### src/verilog/soc_pkg.sv
// shared bus widths, region and UART state encodings; imported by every fabric module
package soc_pkg;

	localparam int addr_width = 32; // byte address on the memory bus
	localparam int data_width = 32;
	localparam int strb_width = data_width / 8; // one write strobe per byte lane

	// address bits 31..28 pick the region
	typedef enum logic [3:0] {
		region_ram  = 4'd0,
		region_uart = 4'd1,
		region_led  = 4'd2,
		region_none = 4'd15 // stands for every code without a unit behind it
	} region_t;

	// one encoding serves both the transmit and the receive machine
	typedef enum logic [1:0] {
		uart_idle,
		uart_start,
		uart_data,
		uart_stop
	} uart_state_t;

	// read data for addresses that map to nothing
	localparam logic [data_width-1:0] unmapped_rdata = 32'hDEADBEEF;

	// a data read with an empty receive buffer returns this
	localparam logic [data_width-1:0] uart_empty_rdata = '1;

	// UART frames carry one byte
	localparam int uart_bits = 8;

endpackage
### src/verilog/bus_decode.sv
// address decoder for the fabric; steers the bus to RAM and UART, owns the LED register
`timescale 1ns/1ps

module bus_decode (
	input  logic                             clk,
	input  logic                             reset,
	input  logic                             mem_valid,
	input  logic [soc_pkg::addr_width-1:0]   mem_addr,
	input  logic [soc_pkg::data_width-1:0]   mem_wdata,
	input  logic [soc_pkg::strb_width-1:0]   mem_wstrb,
	output logic                             mem_ready,
	output logic [soc_pkg::data_width-1:0]   mem_rdata,
	output logic                             ram_sel,
	output logic [soc_pkg::strb_width-1:0]   ram_wen,
	input  logic [soc_pkg::data_width-1:0]   ram_rdata,
	input  logic                             ram_ready,
	output logic [soc_pkg::strb_width-1:0]   div_we,
	output logic                             dat_we,
	output logic                             dat_re,
	input  logic [soc_pkg::data_width-1:0]   div_rdata,
	input  logic [soc_pkg::data_width-1:0]   dat_rdata,
	input  logic                             dat_wait,
	output logic [5:0]                       led
);

	import soc_pkg::*;

	region_t region;
	logic div_sel;
	logic dat_sel;
	logic led_sel;
	logic none_sel;

	always_comb begin
		case (mem_addr[addr_width-1 -: 4])
			4'h0: region = region_ram;
			4'h1: region = region_uart;
			4'h2: region = region_led;
			default: region = region_none;
		endcase
	end

	assign ram_sel = mem_valid && (region == region_ram);
	assign dat_sel = mem_valid && (region == region_uart) && !mem_addr[2];
	assign div_sel = mem_valid && (region == region_uart) && mem_addr[2];
	assign led_sel = mem_valid && (region == region_led);
	assign none_sel = mem_valid && (region == region_none);

	// the RAM write lands once, before ready comes back
	assign ram_wen = (ram_sel && !ram_ready) ? mem_wstrb : '0;

	assign div_we = div_sel ? mem_wstrb : '0;
	assign dat_we = dat_sel && mem_wstrb[0];
	assign dat_re = dat_sel && (mem_wstrb == '0); // a read has no strobes

	always_ff @(posedge clk) begin
		if (reset) begin
			led <= '0;
		end else if (led_sel && mem_wstrb[0]) begin
			led <= mem_wdata[5:0];
		end
	end

	// everything but RAM and a stalled UART write answers in the same cycle
	assign mem_ready = ram_ready || div_sel || led_sel || none_sel || (dat_sel && !dat_wait);

	always_comb begin
		case (region)
			region_ram: mem_rdata = ram_rdata;
			region_uart: mem_rdata = mem_addr[2] ? div_rdata : dat_rdata;
			region_led: mem_rdata = {{(data_width-6){1'b0}}, led};
			default: mem_rdata = unmapped_rdata;
		endcase
	end

endmodule

### config.mk
export PLATFORM = sky130hd
export DESIGN_NAME = bus_decode
export DESIGN_NICKNAME = d
export VERILOG_FILES = /design/src/verilog/soc_pkg.sv /design/src/verilog/bus_decode.sv
export SDC_FILE = /design/constraint.sdc
export NUM_CORES = 1
export LEC_CHECK = 0
export BUFFER_PORTS_ARGS = -buffer_cell sky130_fd_sc_hd__buf_2
export CORE_MARGIN = 8
export CORE_UTILIZATION = 31
export DETAILED_ROUTE_END_ITERATION = 6
export PLACE_DENSITY_LB_ADDON = 0.05
export SYNTH_ARGS = -nofsm -noshare
export SYNTH_HDL_FRONTEND = slang
export SYNTH_SLANG_ARGS = --single-unit
export TNS_END_PERCENT = 5
### constraint.sdc
create_clock -name clk -period 3.3 [get_ports clk]
set_clock_uncertainty 0.2 [all_clocks]
set_input_delay 0.495 -clock clk [delete_from_list [all_inputs] [get_ports clk]]
set_output_delay 0.495 -clock clk [all_outputs]
set_load 0.02 [all_outputs]
==> flow_summary.ini <==
[run_status]
outcome = completed

[route]
wl_met2_um = 3090
met3_length_um = 630
wl_um = 6280
firstDrtPassIters = 4
highest_layer = met4
met1Wirelength_um = 2540
vias = 1976
ant_nets = 0
drc = 0
avgRoutedWirePerCell_um = 14.8
drtIter0Drc = 51
via_per_inst = 4.65

[global_routing]
antenna_found_initial = 0
grt_max_degree = 37
grt_pass1_wl_um = 9600
grtUsageTotal = 0.155
gr-total-overflow = 0
grt_pass1_vias = 1998

[clock_network]
path_clk_slew_ns = 0.03
cts_buffers = 3
post_cts_buffers = 0
cts_hold_buf = 0
root_buffer = clkbuf_8
cts_sinks = 6
cts_buffer_depth = 2
cts_tree = yes
post_cts_resized = 0
clk-insertion-delay-late_ns = 0.22
ctsHtreeMaxLevel = 1

[setup_path]
critPathMaxFanout = 14
crit_cells = 7
crit_top_cell = buf_2
critPathLaunch = mem_addr[28]
crit_type = in -> out
crit_path_start_kind = input pin
crit_end = mem_rdata[17]
r2r-start = led[5]$_SDFFE_PP0P_
reg2reg_to = led[5]$_SDFFE_PP0P_
crit_arrival_ns = 2.43
crit_slowest_cell = or4b_2
cp_top_family = simple AND/OR/NAND/NOR gates
rrSetupSlack_ns = 2.48
worst-path-buf-inv = 3
worstPathRequired_ns = 2.60
path_cells = buf_2, or4b_2, ha_1, o21a_2, buf_12, o21ai_0, buf_2
r2r_cells = 2
critical-path-max-stage-delay_ns = 0.72
end_kind = output port

[cells_and_area]
n_fill_cell = 530
area_growth_pct = 61.1
largest_reg_flops = 6
biggestRegsByFlops = led: 6 flops
finish.utilization = 0.504
final_common_cell = buf_2
nNetsFinal = 529
final_cell_mix = buf_2, mux2_2, inv_1
drive_gt1_frac = 0.679
regMostFlops = led
antenna_cells = 0

[pwr]
report.power.total_uw = 502
powerDensity_mw_per_mm2 = 200
p_leak_uw = 0.00133
vdd_drop_max_v = 0.000226

[placed_design]
gp_congestion = 0.750
pre_cts_slack_ns = 0.175
dp_hpwl_um = 5270
io_buffer_count = 165

[sta]
finalHoldViolations = 0
slew_headroom = 0.462
period_minus_slack_ns = 3.12
setup_viol = 0
final.period_utilization = 0.946
tns_ns = 0
rsz0062_at_grt = no
slew_violations = 0
fin_ws_ns = 0.177
worst_slew_pin_slew_ns = 0.808
max_freq_mhz = 320
holdWs_ns = 0.305

[floorplan]
rows = 26
die_h_um = 86.9
die_w_um = 86.9
core_area_sq_mm = 0.00498
dieArea_sq_mm = 0.00755
start_util = 0.313
io_pins = 219

[synthesis]
synth_seq_cells = 6
async_flop_share = 0
synth_edf_count = 0
synthCells = 196
avgSynthCellArea_sq_um = 7.95
yosys_warnings = 0
synth-seq-area-share = 0.0771
synth_top_flop_cell = dfxtp_1
syn_area_sq_mm = 0.00156
synth_fp_nets = 368
ys_types = 33

[flow_run]
cap_violations = 0

[worst_hold_path]
hp-class = in -> reg
==> power breakdown <==
group	internal [uW]	switching [uW]	leakage (uW)
combinational	154	166	0.00126
clock	78.2	30.4	0.0000216
sequential	73.5	0.435	0.0000484
==> stage by stage <==
| step | instances | cell area (sq um) |
|---|---|---|
| after global routing | 425 | 2510 |
| after detailed placement | 422 | 2470 |
| after global placement | 422 | 2470 |
| after floorplan | 196 | 1560 |
| after CTS | 425 | 2510 |
| final | 425 | 2510 |
==> worst min path at each step <==
stage	from	end	slack, ns	cells after the start
finish	mem_wdata[0]	led[0]$_SDFFE_PP0P_	0.31	3
global route	mem_wdata[1]	led[1]$_SDFFE_PP0P_	0.33	3
CTS	mem_wdata[0]	led[0]$_SDFFE_PP0P_	0.30	3
detailed placement	led[0]$_SDFFE_PP0P_	led[0]$_SDFFE_PP0P_	0.32	2
global placement	led[1]$_SDFFE_PP0P_	led[1]$_SDFFE_PP0P_	0.31	2
floorplan	reset	led[0]$_SDFFE_PP0P_	0.37	1
==> Yosys cell counts (3+ instances only) <==
master | count | area [sq um]
nand2_1 | 21 | 78.8
dfxtp_1 | 6 | 120
mux2i_1 | 6 | 60.1
a21oi_1 | 8 | 40.0
buf_2 | 4 | 20.0
a22oi_1 | 5 | 37.5
and2_1 | 4 | 25.0
buf_6 | 6 | 67.6
nand3_1 | 8 | 40.0
o21ai_1 | 5 | 25.0
clkbuf_1 | 7 | 26.3
and4bb_2 | 4 | 50.1
o211ai_2 | 25 | 313
inv_1 | 27 | 101
mux2_2 | 32 | 360
ha_1 | 3 | 37.5
nor2_1 | 6 | 22.5
==> cells by family (layout without fill, tap and decap cells) <==
group	count (synthesis)	count (layout)	share of synthesized area
compound gates	51	51	0.304
buf+inv	45	204	0.141
flops	6	6	0.0771
mux	38	38	0.270
simple gates	53	53	0.185
fa+ha+maj	3	3	0.0241
==> routing by layer <==
| metal | vias up | track usage |
|---|---|---|
| met1 | 874 | 0.179 |
| met2 | 78 | 0.272 |
| met4 | 0 | 0.0235 |
| li1 | 1022 | - |
| met3 | 2 | 0.0509 |
| met5 | - | 0 |
==> worst min-delay path, delay by kind of cell <==
kind	cells	cell delay [ns]
muxes	1	0.05
buffers and inverters	1	0.07
and+or+nand+nor	1	0.07
==> area by class of cell <==
class                   instances  area [sq um]  area share
clock buffers                   3          41.3      0.0165
inverters                      27           101      0.0404
multi-input cells             145          1230       0.490
flip-flops and latches          6           120      0.0479
well taps                      70          87.6      0.0349
repair buffers                174           931       0.371
No activity file was read; power rests on OpenSTA's default activity.
