<file path="src/verilog/soc_pkg.sv">
// shared bus widths, region and UART state encodings; imported by every fabric module
package soc_pkg;

	localparam int addr_width = 32; // byte address on the memory bus
	localparam int data_width = 32;
	localparam int strb_width = data_width / 8; // one write strobe per byte lane

	// address bits 31..28 pick the region
	typedef enum logic [3:0] {
		region_ram  = 4'd0,
		region_uart = 4'd1,
		region_led  = 4'd2,
		region_none = 4'd15 // stands for every code without a unit behind it
	} region_t;

	// one encoding serves both the transmit and the receive machine
	typedef enum logic [1:0] {
		uart_idle,
		uart_start,
		uart_data,
		uart_stop
	} uart_state_t;

	// read data for addresses that map to nothing
	localparam logic [data_width-1:0] unmapped_rdata = 32'hDEADBEEF;

	// a data read with an empty receive buffer returns this
	localparam logic [data_width-1:0] uart_empty_rdata = '1;

	// UART frames carry one byte
	localparam int uart_bits = 8;

endpackage
</file>
<file path="src/verilog/bus_uart.sv">
// UART peripheral with a divider register, 8N1 transmitter and one-byte receive buffer
`timescale 1ns/1ps

module bus_uart #(
	parameter logic [soc_pkg::data_width-1:0] div_reset = 16
) (
	input  logic                             clk,
	input  logic                             reset,
	input  logic [soc_pkg::strb_width-1:0]   div_we,
	input  logic [soc_pkg::data_width-1:0]   mem_wdata,
	input  logic                             dat_we,
	input  logic                             dat_re,
	output logic [soc_pkg::data_width-1:0]   div_rdata,
	output logic [soc_pkg::data_width-1:0]   dat_rdata,
	output logic                             dat_wait,
	output logic                             uart_tx,
	input  logic                             uart_rx
);

	import soc_pkg::*;

	logic [data_width-1:0] div; // bit time is div+1 clock cycles

	uart_state_t tx_state;
	logic [data_width-1:0] tx_cnt;
	logic [2:0] tx_bit;
	logic [uart_bits-1:0] tx_shift;

	uart_state_t rx_state;
	logic [data_width-1:0] rx_cnt;
	logic [2:0] rx_bit;
	logic [uart_bits-1:0] rx_shift;
	logic [1:0] rx_sync;
	logic [uart_bits-1:0] rx_byte;
	logic rx_full;

	always_ff @(posedge clk) begin
		if (reset) begin
			div <= div_reset;
		end else begin
			for (int lane = 0; lane < strb_width; lane++) begin
				if (div_we[lane]) begin
					div[lane*8 +: 8] <= mem_wdata[lane*8 +: 8];
				end
			end
		end
	end

	assign div_rdata = div;

	// a write is only taken while the transmitter sits idle
	assign dat_wait = dat_we && (tx_state != uart_idle);

	always_ff @(posedge clk) begin
		if (reset) begin
			tx_state <= uart_idle;
			tx_cnt <= '0;
			tx_bit <= '0;
			uart_tx <= 1'b1;
		end else begin
			case (tx_state)
				uart_idle: begin
					if (dat_we) begin
						tx_shift <= mem_wdata[uart_bits-1:0];
						tx_cnt <= div;
						uart_tx <= 1'b0; // start bit begins next cycle
						tx_state <= uart_start;
					end
				end
				uart_start: begin
					if (tx_cnt == 0) begin
						uart_tx <= tx_shift[0]; // lsb goes out first
						tx_shift <= tx_shift >> 1;
						tx_bit <= '0;
						tx_cnt <= div;
						tx_state <= uart_data;
					end else begin
						tx_cnt <= tx_cnt - 1'b1;
					end
				end
				uart_data: begin
					if (tx_cnt == 0) begin
						tx_cnt <= div;
						if (tx_bit == 3'd7) begin
							uart_tx <= 1'b1;
							tx_state <= uart_stop;
						end else begin
							uart_tx <= tx_shift[0];
							tx_shift <= tx_shift >> 1;
							tx_bit <= tx_bit + 1'b1;
						end
					end else begin
						tx_cnt <= tx_cnt - 1'b1;
					end
				end
				uart_stop: begin
					if (tx_cnt == 0) begin
						tx_state <= uart_idle;
					end else begin
						tx_cnt <= tx_cnt - 1'b1;
					end
				end
			endcase
		end
	end

	// two flops bring the pin into the clock domain
	always_ff @(posedge clk) begin
		if (reset) begin
			rx_sync <= 2'b11;
		end else begin
			rx_sync <= {rx_sync[0], uart_rx};
		end
	end

	always_ff @(posedge clk) begin
		if (reset) begin
			rx_state <= uart_idle;
			rx_cnt <= '0;
			rx_bit <= '0;
			rx_full <= 1'b0;
		end else begin
			if (dat_re) begin
				rx_full <= 1'b0;
			end
			case (rx_state)
				uart_idle: begin
					if (!rx_sync[1]) begin
						rx_cnt <= div >> 1; // half a bit lands on the middle
						rx_state <= uart_start;
					end
				end
				uart_start: begin
					if (rx_cnt == 0) begin
						rx_cnt <= div;
						rx_bit <= '0;
						// a high line here was only a glitch
						rx_state <= rx_sync[1] ? uart_idle : uart_data;
					end else begin
						rx_cnt <= rx_cnt - 1'b1;
					end
				end
				uart_data: begin
					if (rx_cnt == 0) begin
						rx_shift <= {rx_sync[1], rx_shift[uart_bits-1:1]};
						rx_cnt <= div;
						rx_bit <= rx_bit + 1'b1;
						if (rx_bit == 3'd7) begin
							rx_state <= uart_stop;
						end
					end else begin
						rx_cnt <= rx_cnt - 1'b1;
					end
				end
				uart_stop: begin
					if (rx_cnt == 0) begin
						if (rx_sync[1]) begin
							rx_byte <= rx_shift; // overwrites an unread byte
							rx_full <= 1'b1;
						end
						rx_state <= uart_idle;
					end else begin
						rx_cnt <= rx_cnt - 1'b1;
					end
				end
			endcase
		end
	end

	assign dat_rdata = rx_full ? {{(data_width-uart_bits){1'b0}}, rx_byte} : uart_empty_rdata;

endmodule

</file>
<file path="config.mk">
export PLATFORM = sky130hd
export DESIGN_NAME = bus_uart
export DESIGN_NICKNAME = d
export VERILOG_FILES = /design/src/verilog/soc_pkg.sv /design/src/verilog/bus_uart.sv
export SDC_FILE = /design/constraint.sdc
export NUM_CORES = 1
export LEC_CHECK = 0
export ABC_CLOCK_PERIOD_IN_PS = 2800
export BUFFER_PORTS_ARGS = -buffer_cell sky130_fd_sc_hd__clkbuf_2
export CORE_MARGIN = 4
export CORE_UTILIZATION = 45
export DETAILED_ROUTE_END_ITERATION = 10
export PLACE_DENSITY = 0.67
export SETUP_SLACK_MARGIN = 0.2
export SKIP_CTS_REPAIR_TIMING = 1
export SYNTH_ARGS = -nofsm -noshare
export SYNTH_HDL_FRONTEND = slang
export SYNTH_SLANG_ARGS = --single-unit
export TNS_END_PERCENT = 10
</file>
<file path="constraint.sdc">
create_clock -name clk -period 2.8 [get_ports clk]
set_input_delay 0.42 -clock clk [delete_from_list [all_inputs] [get_ports clk]]
set_output_delay 0.42 -clock clk [all_outputs]
set_load 0.01 [all_outputs]
</file>
==> results.json <==
{
  "outcome": "finished, final reports clean",
  "drtIter0Drc": 659,
  "drive_gt1_frac": 0.251,
  "synth_cells": 865,
  "critical_path_arrival_ns": 2.61,
  "hold_viol_final": 0,
  "fin_worst_skew_ns": 0.0119,
  "hold_class": "primary input to flip-flop",
  "yosysSeqAreaShare": 0.371,
  "cp-start-kind": "flip-flop",
  "rsz0062_at_grt": "yes",
  "num_rows": 48,
  "path_max_fanout": 9,
  "slew_viol_final": 0,
  "grt_pass1_vias": 6410,
  "finalSetupTns_ns": 0,
  "dp_hpwl_microns": 15200,
  "antenna_found_initial": 0,
  "finalCriticalPeriod_ns": 2.54,
  "worstMarginPinSlew_ns": 0.908,
  "syn-cell-area_sq_um": 7880,
  "cts_made_buffers": 17,
  "highest_layer": "met4",
  "vdd_ir_drop_max_mv": 0.627,
  "drv_cap": 0,
  "post-route-period-util": 0.906,
  "track_usage": 0.221,
  "cts_tree": "yes",
  "drtPass1Iterations": 5,
  "gp_congestion": 0.889,
  "fin_util": 0.541,
  "fmax_ghz": 0.394,
  "wl_per_cell_microns": 18.2,
  "critPathMaxStageDelay_ns": 0.57,
  "port_buffers": 106,
  "cts-root-buf": "clkbuf_16",
  "synth_edf_count": 24,
  "finalSetupViolCount": 0,
  "die_height_microns": 140,
  "ys.flop_type": "dfxtp_1",
  "path_clk_slew_ns": 0.06,
  "grt_overflow": 0,
  "clock-sinks": 134,
  "relSlewSlack": 0.395,
  "fp.dieW_microns": 140,
  "coreArea_sq_um": 17200,
  "slowest_stage": "or4_4",
  "leakage_nw": 3.83,
  "crit_path_end_kind": "flip-flop",
  "wl_met2_microns": 9700,
  "yosys_warnings": 0,
  "syn_area_per_cell_sq_um": 9.11,
  "h-tree-depth": 4,
  "drc": 0,
  "p_per_area_nw_per_um2": 1020,
  "nets": 1012,
  "initial_core_util": 0.457,
  "clk-insertion-delay-late_ns": 0.42,
  "yosysUniqueCellTypes": 74,
  "grt_max_degree": 65,
  "route.met3.wl_microns": 1210,
  "grt_pass1_wl_microns": 35100,
  "ys_ff_latch": 134,
  "wl_met1_microns": 10200,
  "postRouteAntennaNets": 0,
  "diodes": 0,
  "routed-via-count": 7060,
  "routed_via_density": 5.92,
  "ys_async_sr_fraction": 0,
  "die_area_sq_um": 19700,
  "required_ns": 2.88,
  "wl_microns": 21800,
  "clockBufferDepth": 2,
  "crit_chain": "or4_4 -> or3_4 -> nor3_4 -> buf_4 -> and4b_1",
  "area_growth_pct": 18.3,
  "crit_type": "flip-flop to flip-flop",
  "syn-num-nets": 922,
  "io_pins": 107
}
==> critical path, delay by kind of cell (launching register included) <==
kind | cells | cell delay, ns
buffers and inverters | 1 | 0.21
flip-flops | 1 | 0.37
AND/OR/NAND/NOR | 4 | 1.60
==> placed cells by master, fill, tap and decap left out, types with 4 or more instances in the layout <==
master / instances
a211o_1: 4
a211oi_1: 17
a21oi_1: 39
a221o_1: 14
a221oi_1: 20
a22o_1: 5
a22oi_1: 8
buf_4: 45
clkbuf_16: 17
clkbuf_2: 105
clkinv_4: 4
dfxtp_1: 110
edfxtp_1: 24
ha_1: 15
inv_1: 25
mux2_2: 10
mux2i_1: 35
nand2_1: 32
nand2b_1: 24
nand3_1: 20
nand3b_1: 16
nand4_1: 7
nand4b_1: 5
nor2_1: 93
nor2b_1: 17
nor3_1: 41
nor4_1: 18
nor4_2: 4
nor4_4: 4
o211ai_1: 4
o21ai_0: 22
o31ai_1: 5
o32ai_1: 8
o41ai_1: 4
o41ai_2: 12
or2_2: 6
or3_1: 13
or4_1: 7
xnor2_1: 12
xor2_1: 21
==> Yosys cell counts, drive strengths merged (8+ instances only) <==
master | n | area share
dfxtp | 110 | 0.28
nor2 | 93 | 0.044
nor3 | 44 | 0.030
buf | 43 | 0.038
a21oi | 40 | 0.026
clkbuf | 40 | 0.019
mux2i | 35 | 0.044
nand2 | 32 | 0.015
nor4 | 26 | 0.029
inv | 25 | 0.012
nand2b | 25 | 0.020
edfxtp | 24 | 0.091
o21ai | 23 | 0.016
nand3 | 22 | 0.015
a221oi | 21 | 0.024
xor2 | 21 | 0.023
o41ai | 18 | 0.035
a211oi | 17 | 0.016
nor2b | 17 | 0.013
ha | 16 | 0.025
nand3b | 16 | 0.015
a221o | 14 | 0.018
or3 | 14 | 0.012
xnor2 | 12 | 0.013
mux2 | 10 | 0.014
a22oi | 8 | 0.0076
nand4 | 8 | 0.0071
o32ai | 8 | 0.0089
or4 | 8 | 0.0081
==> per-layer routing <==
metal	up-vias	GRT usage
met5	-	0
met4	0	0.0806
met2	254	0.334
met3	35	0.0444
li1	3408	-
met1	3363	0.312
==> kinds of logic (layout without fill, tap and decap cells) <==
logic type / after synthesis / count (layout) / synth area share
flops: 134 / 134 / 0.371
xor+xnor: 33 / 33 / 0.0367
buf+inv: 109 / 212 / 0.0700
compound gates: 197 / 197 / 0.202
fa+ha+maj: 16 / 16 / 0.0254
simple gates: 331 / 331 / 0.236
mux: 45 / 45 / 0.0587
==> area by class of cell <==
class	count	area (sq um)
clock inverters	14	175
repair buffers	154	935
well taps	225	282
multi-input cells	622	4480
fillers	1542	7910
flip-flops and latches	134	2920
clock buffers	18	429
inverters	26	97.6
==> power by group <==
part / switching, mW / total, mW / internal, mW
combinational: 2.65 / 4.53 / 1.88
sequential: 0.376 / 2.65 / 2.27
clock: 0.898 / 2.31 / 1.41
total: 3.92 / 9.48 / 5.56
==> sequential cells by signal (all words and copies together) (netlist names), named ones only <==
name	count
tx_cnt	32
div_rdata	32
rx_cnt	32
rx_byte	8
tx_bit	3
rx_state	1
rx_bit	3
rx_full	1
tx_shift	8
tx_state	2
uart_tx	1
rx_sync	2
rx_shift	8
==> worst paths after layout <==
kind / startpoint / endpoint / slack [ns] / cells after the start
min reg2reg: rx_sync[0]$_SDFF_PP1_ / rx_sync[1]$_SDFF_PP1_ / 0.41 / 1
max reg2reg: rx_cnt[26]$_SDFFE_PP0P_ / rx_byte[0]$_DFFE_PP_ / 0.26 / 5
min: uart_rx / rx_sync[0]$_SDFF_PP1_ / 0.20 / 2
max: rx_cnt[26]$_SDFFE_PP0P_ / rx_byte[0]$_DFFE_PP_ / 0.26 / 5
==> metrics by stage <==
stage	instances	total power [mW]	cell area, sq um	hold slack, ns	worst slack, ns
finish	1193	9.48	9320	0.203	0.262
floorplan	865	5.73	7890	0.389	0.265
detailed placement	1159	7.05	8650	0.400	0.189
global route	1193	10.1	9320	0.199	0.144
global placement	1159	7.02	8650	0.401	0.220
CTS	1191	9.39	9250	0.188	0.161
Note: power is estimated with default switching activity, not from simulation.
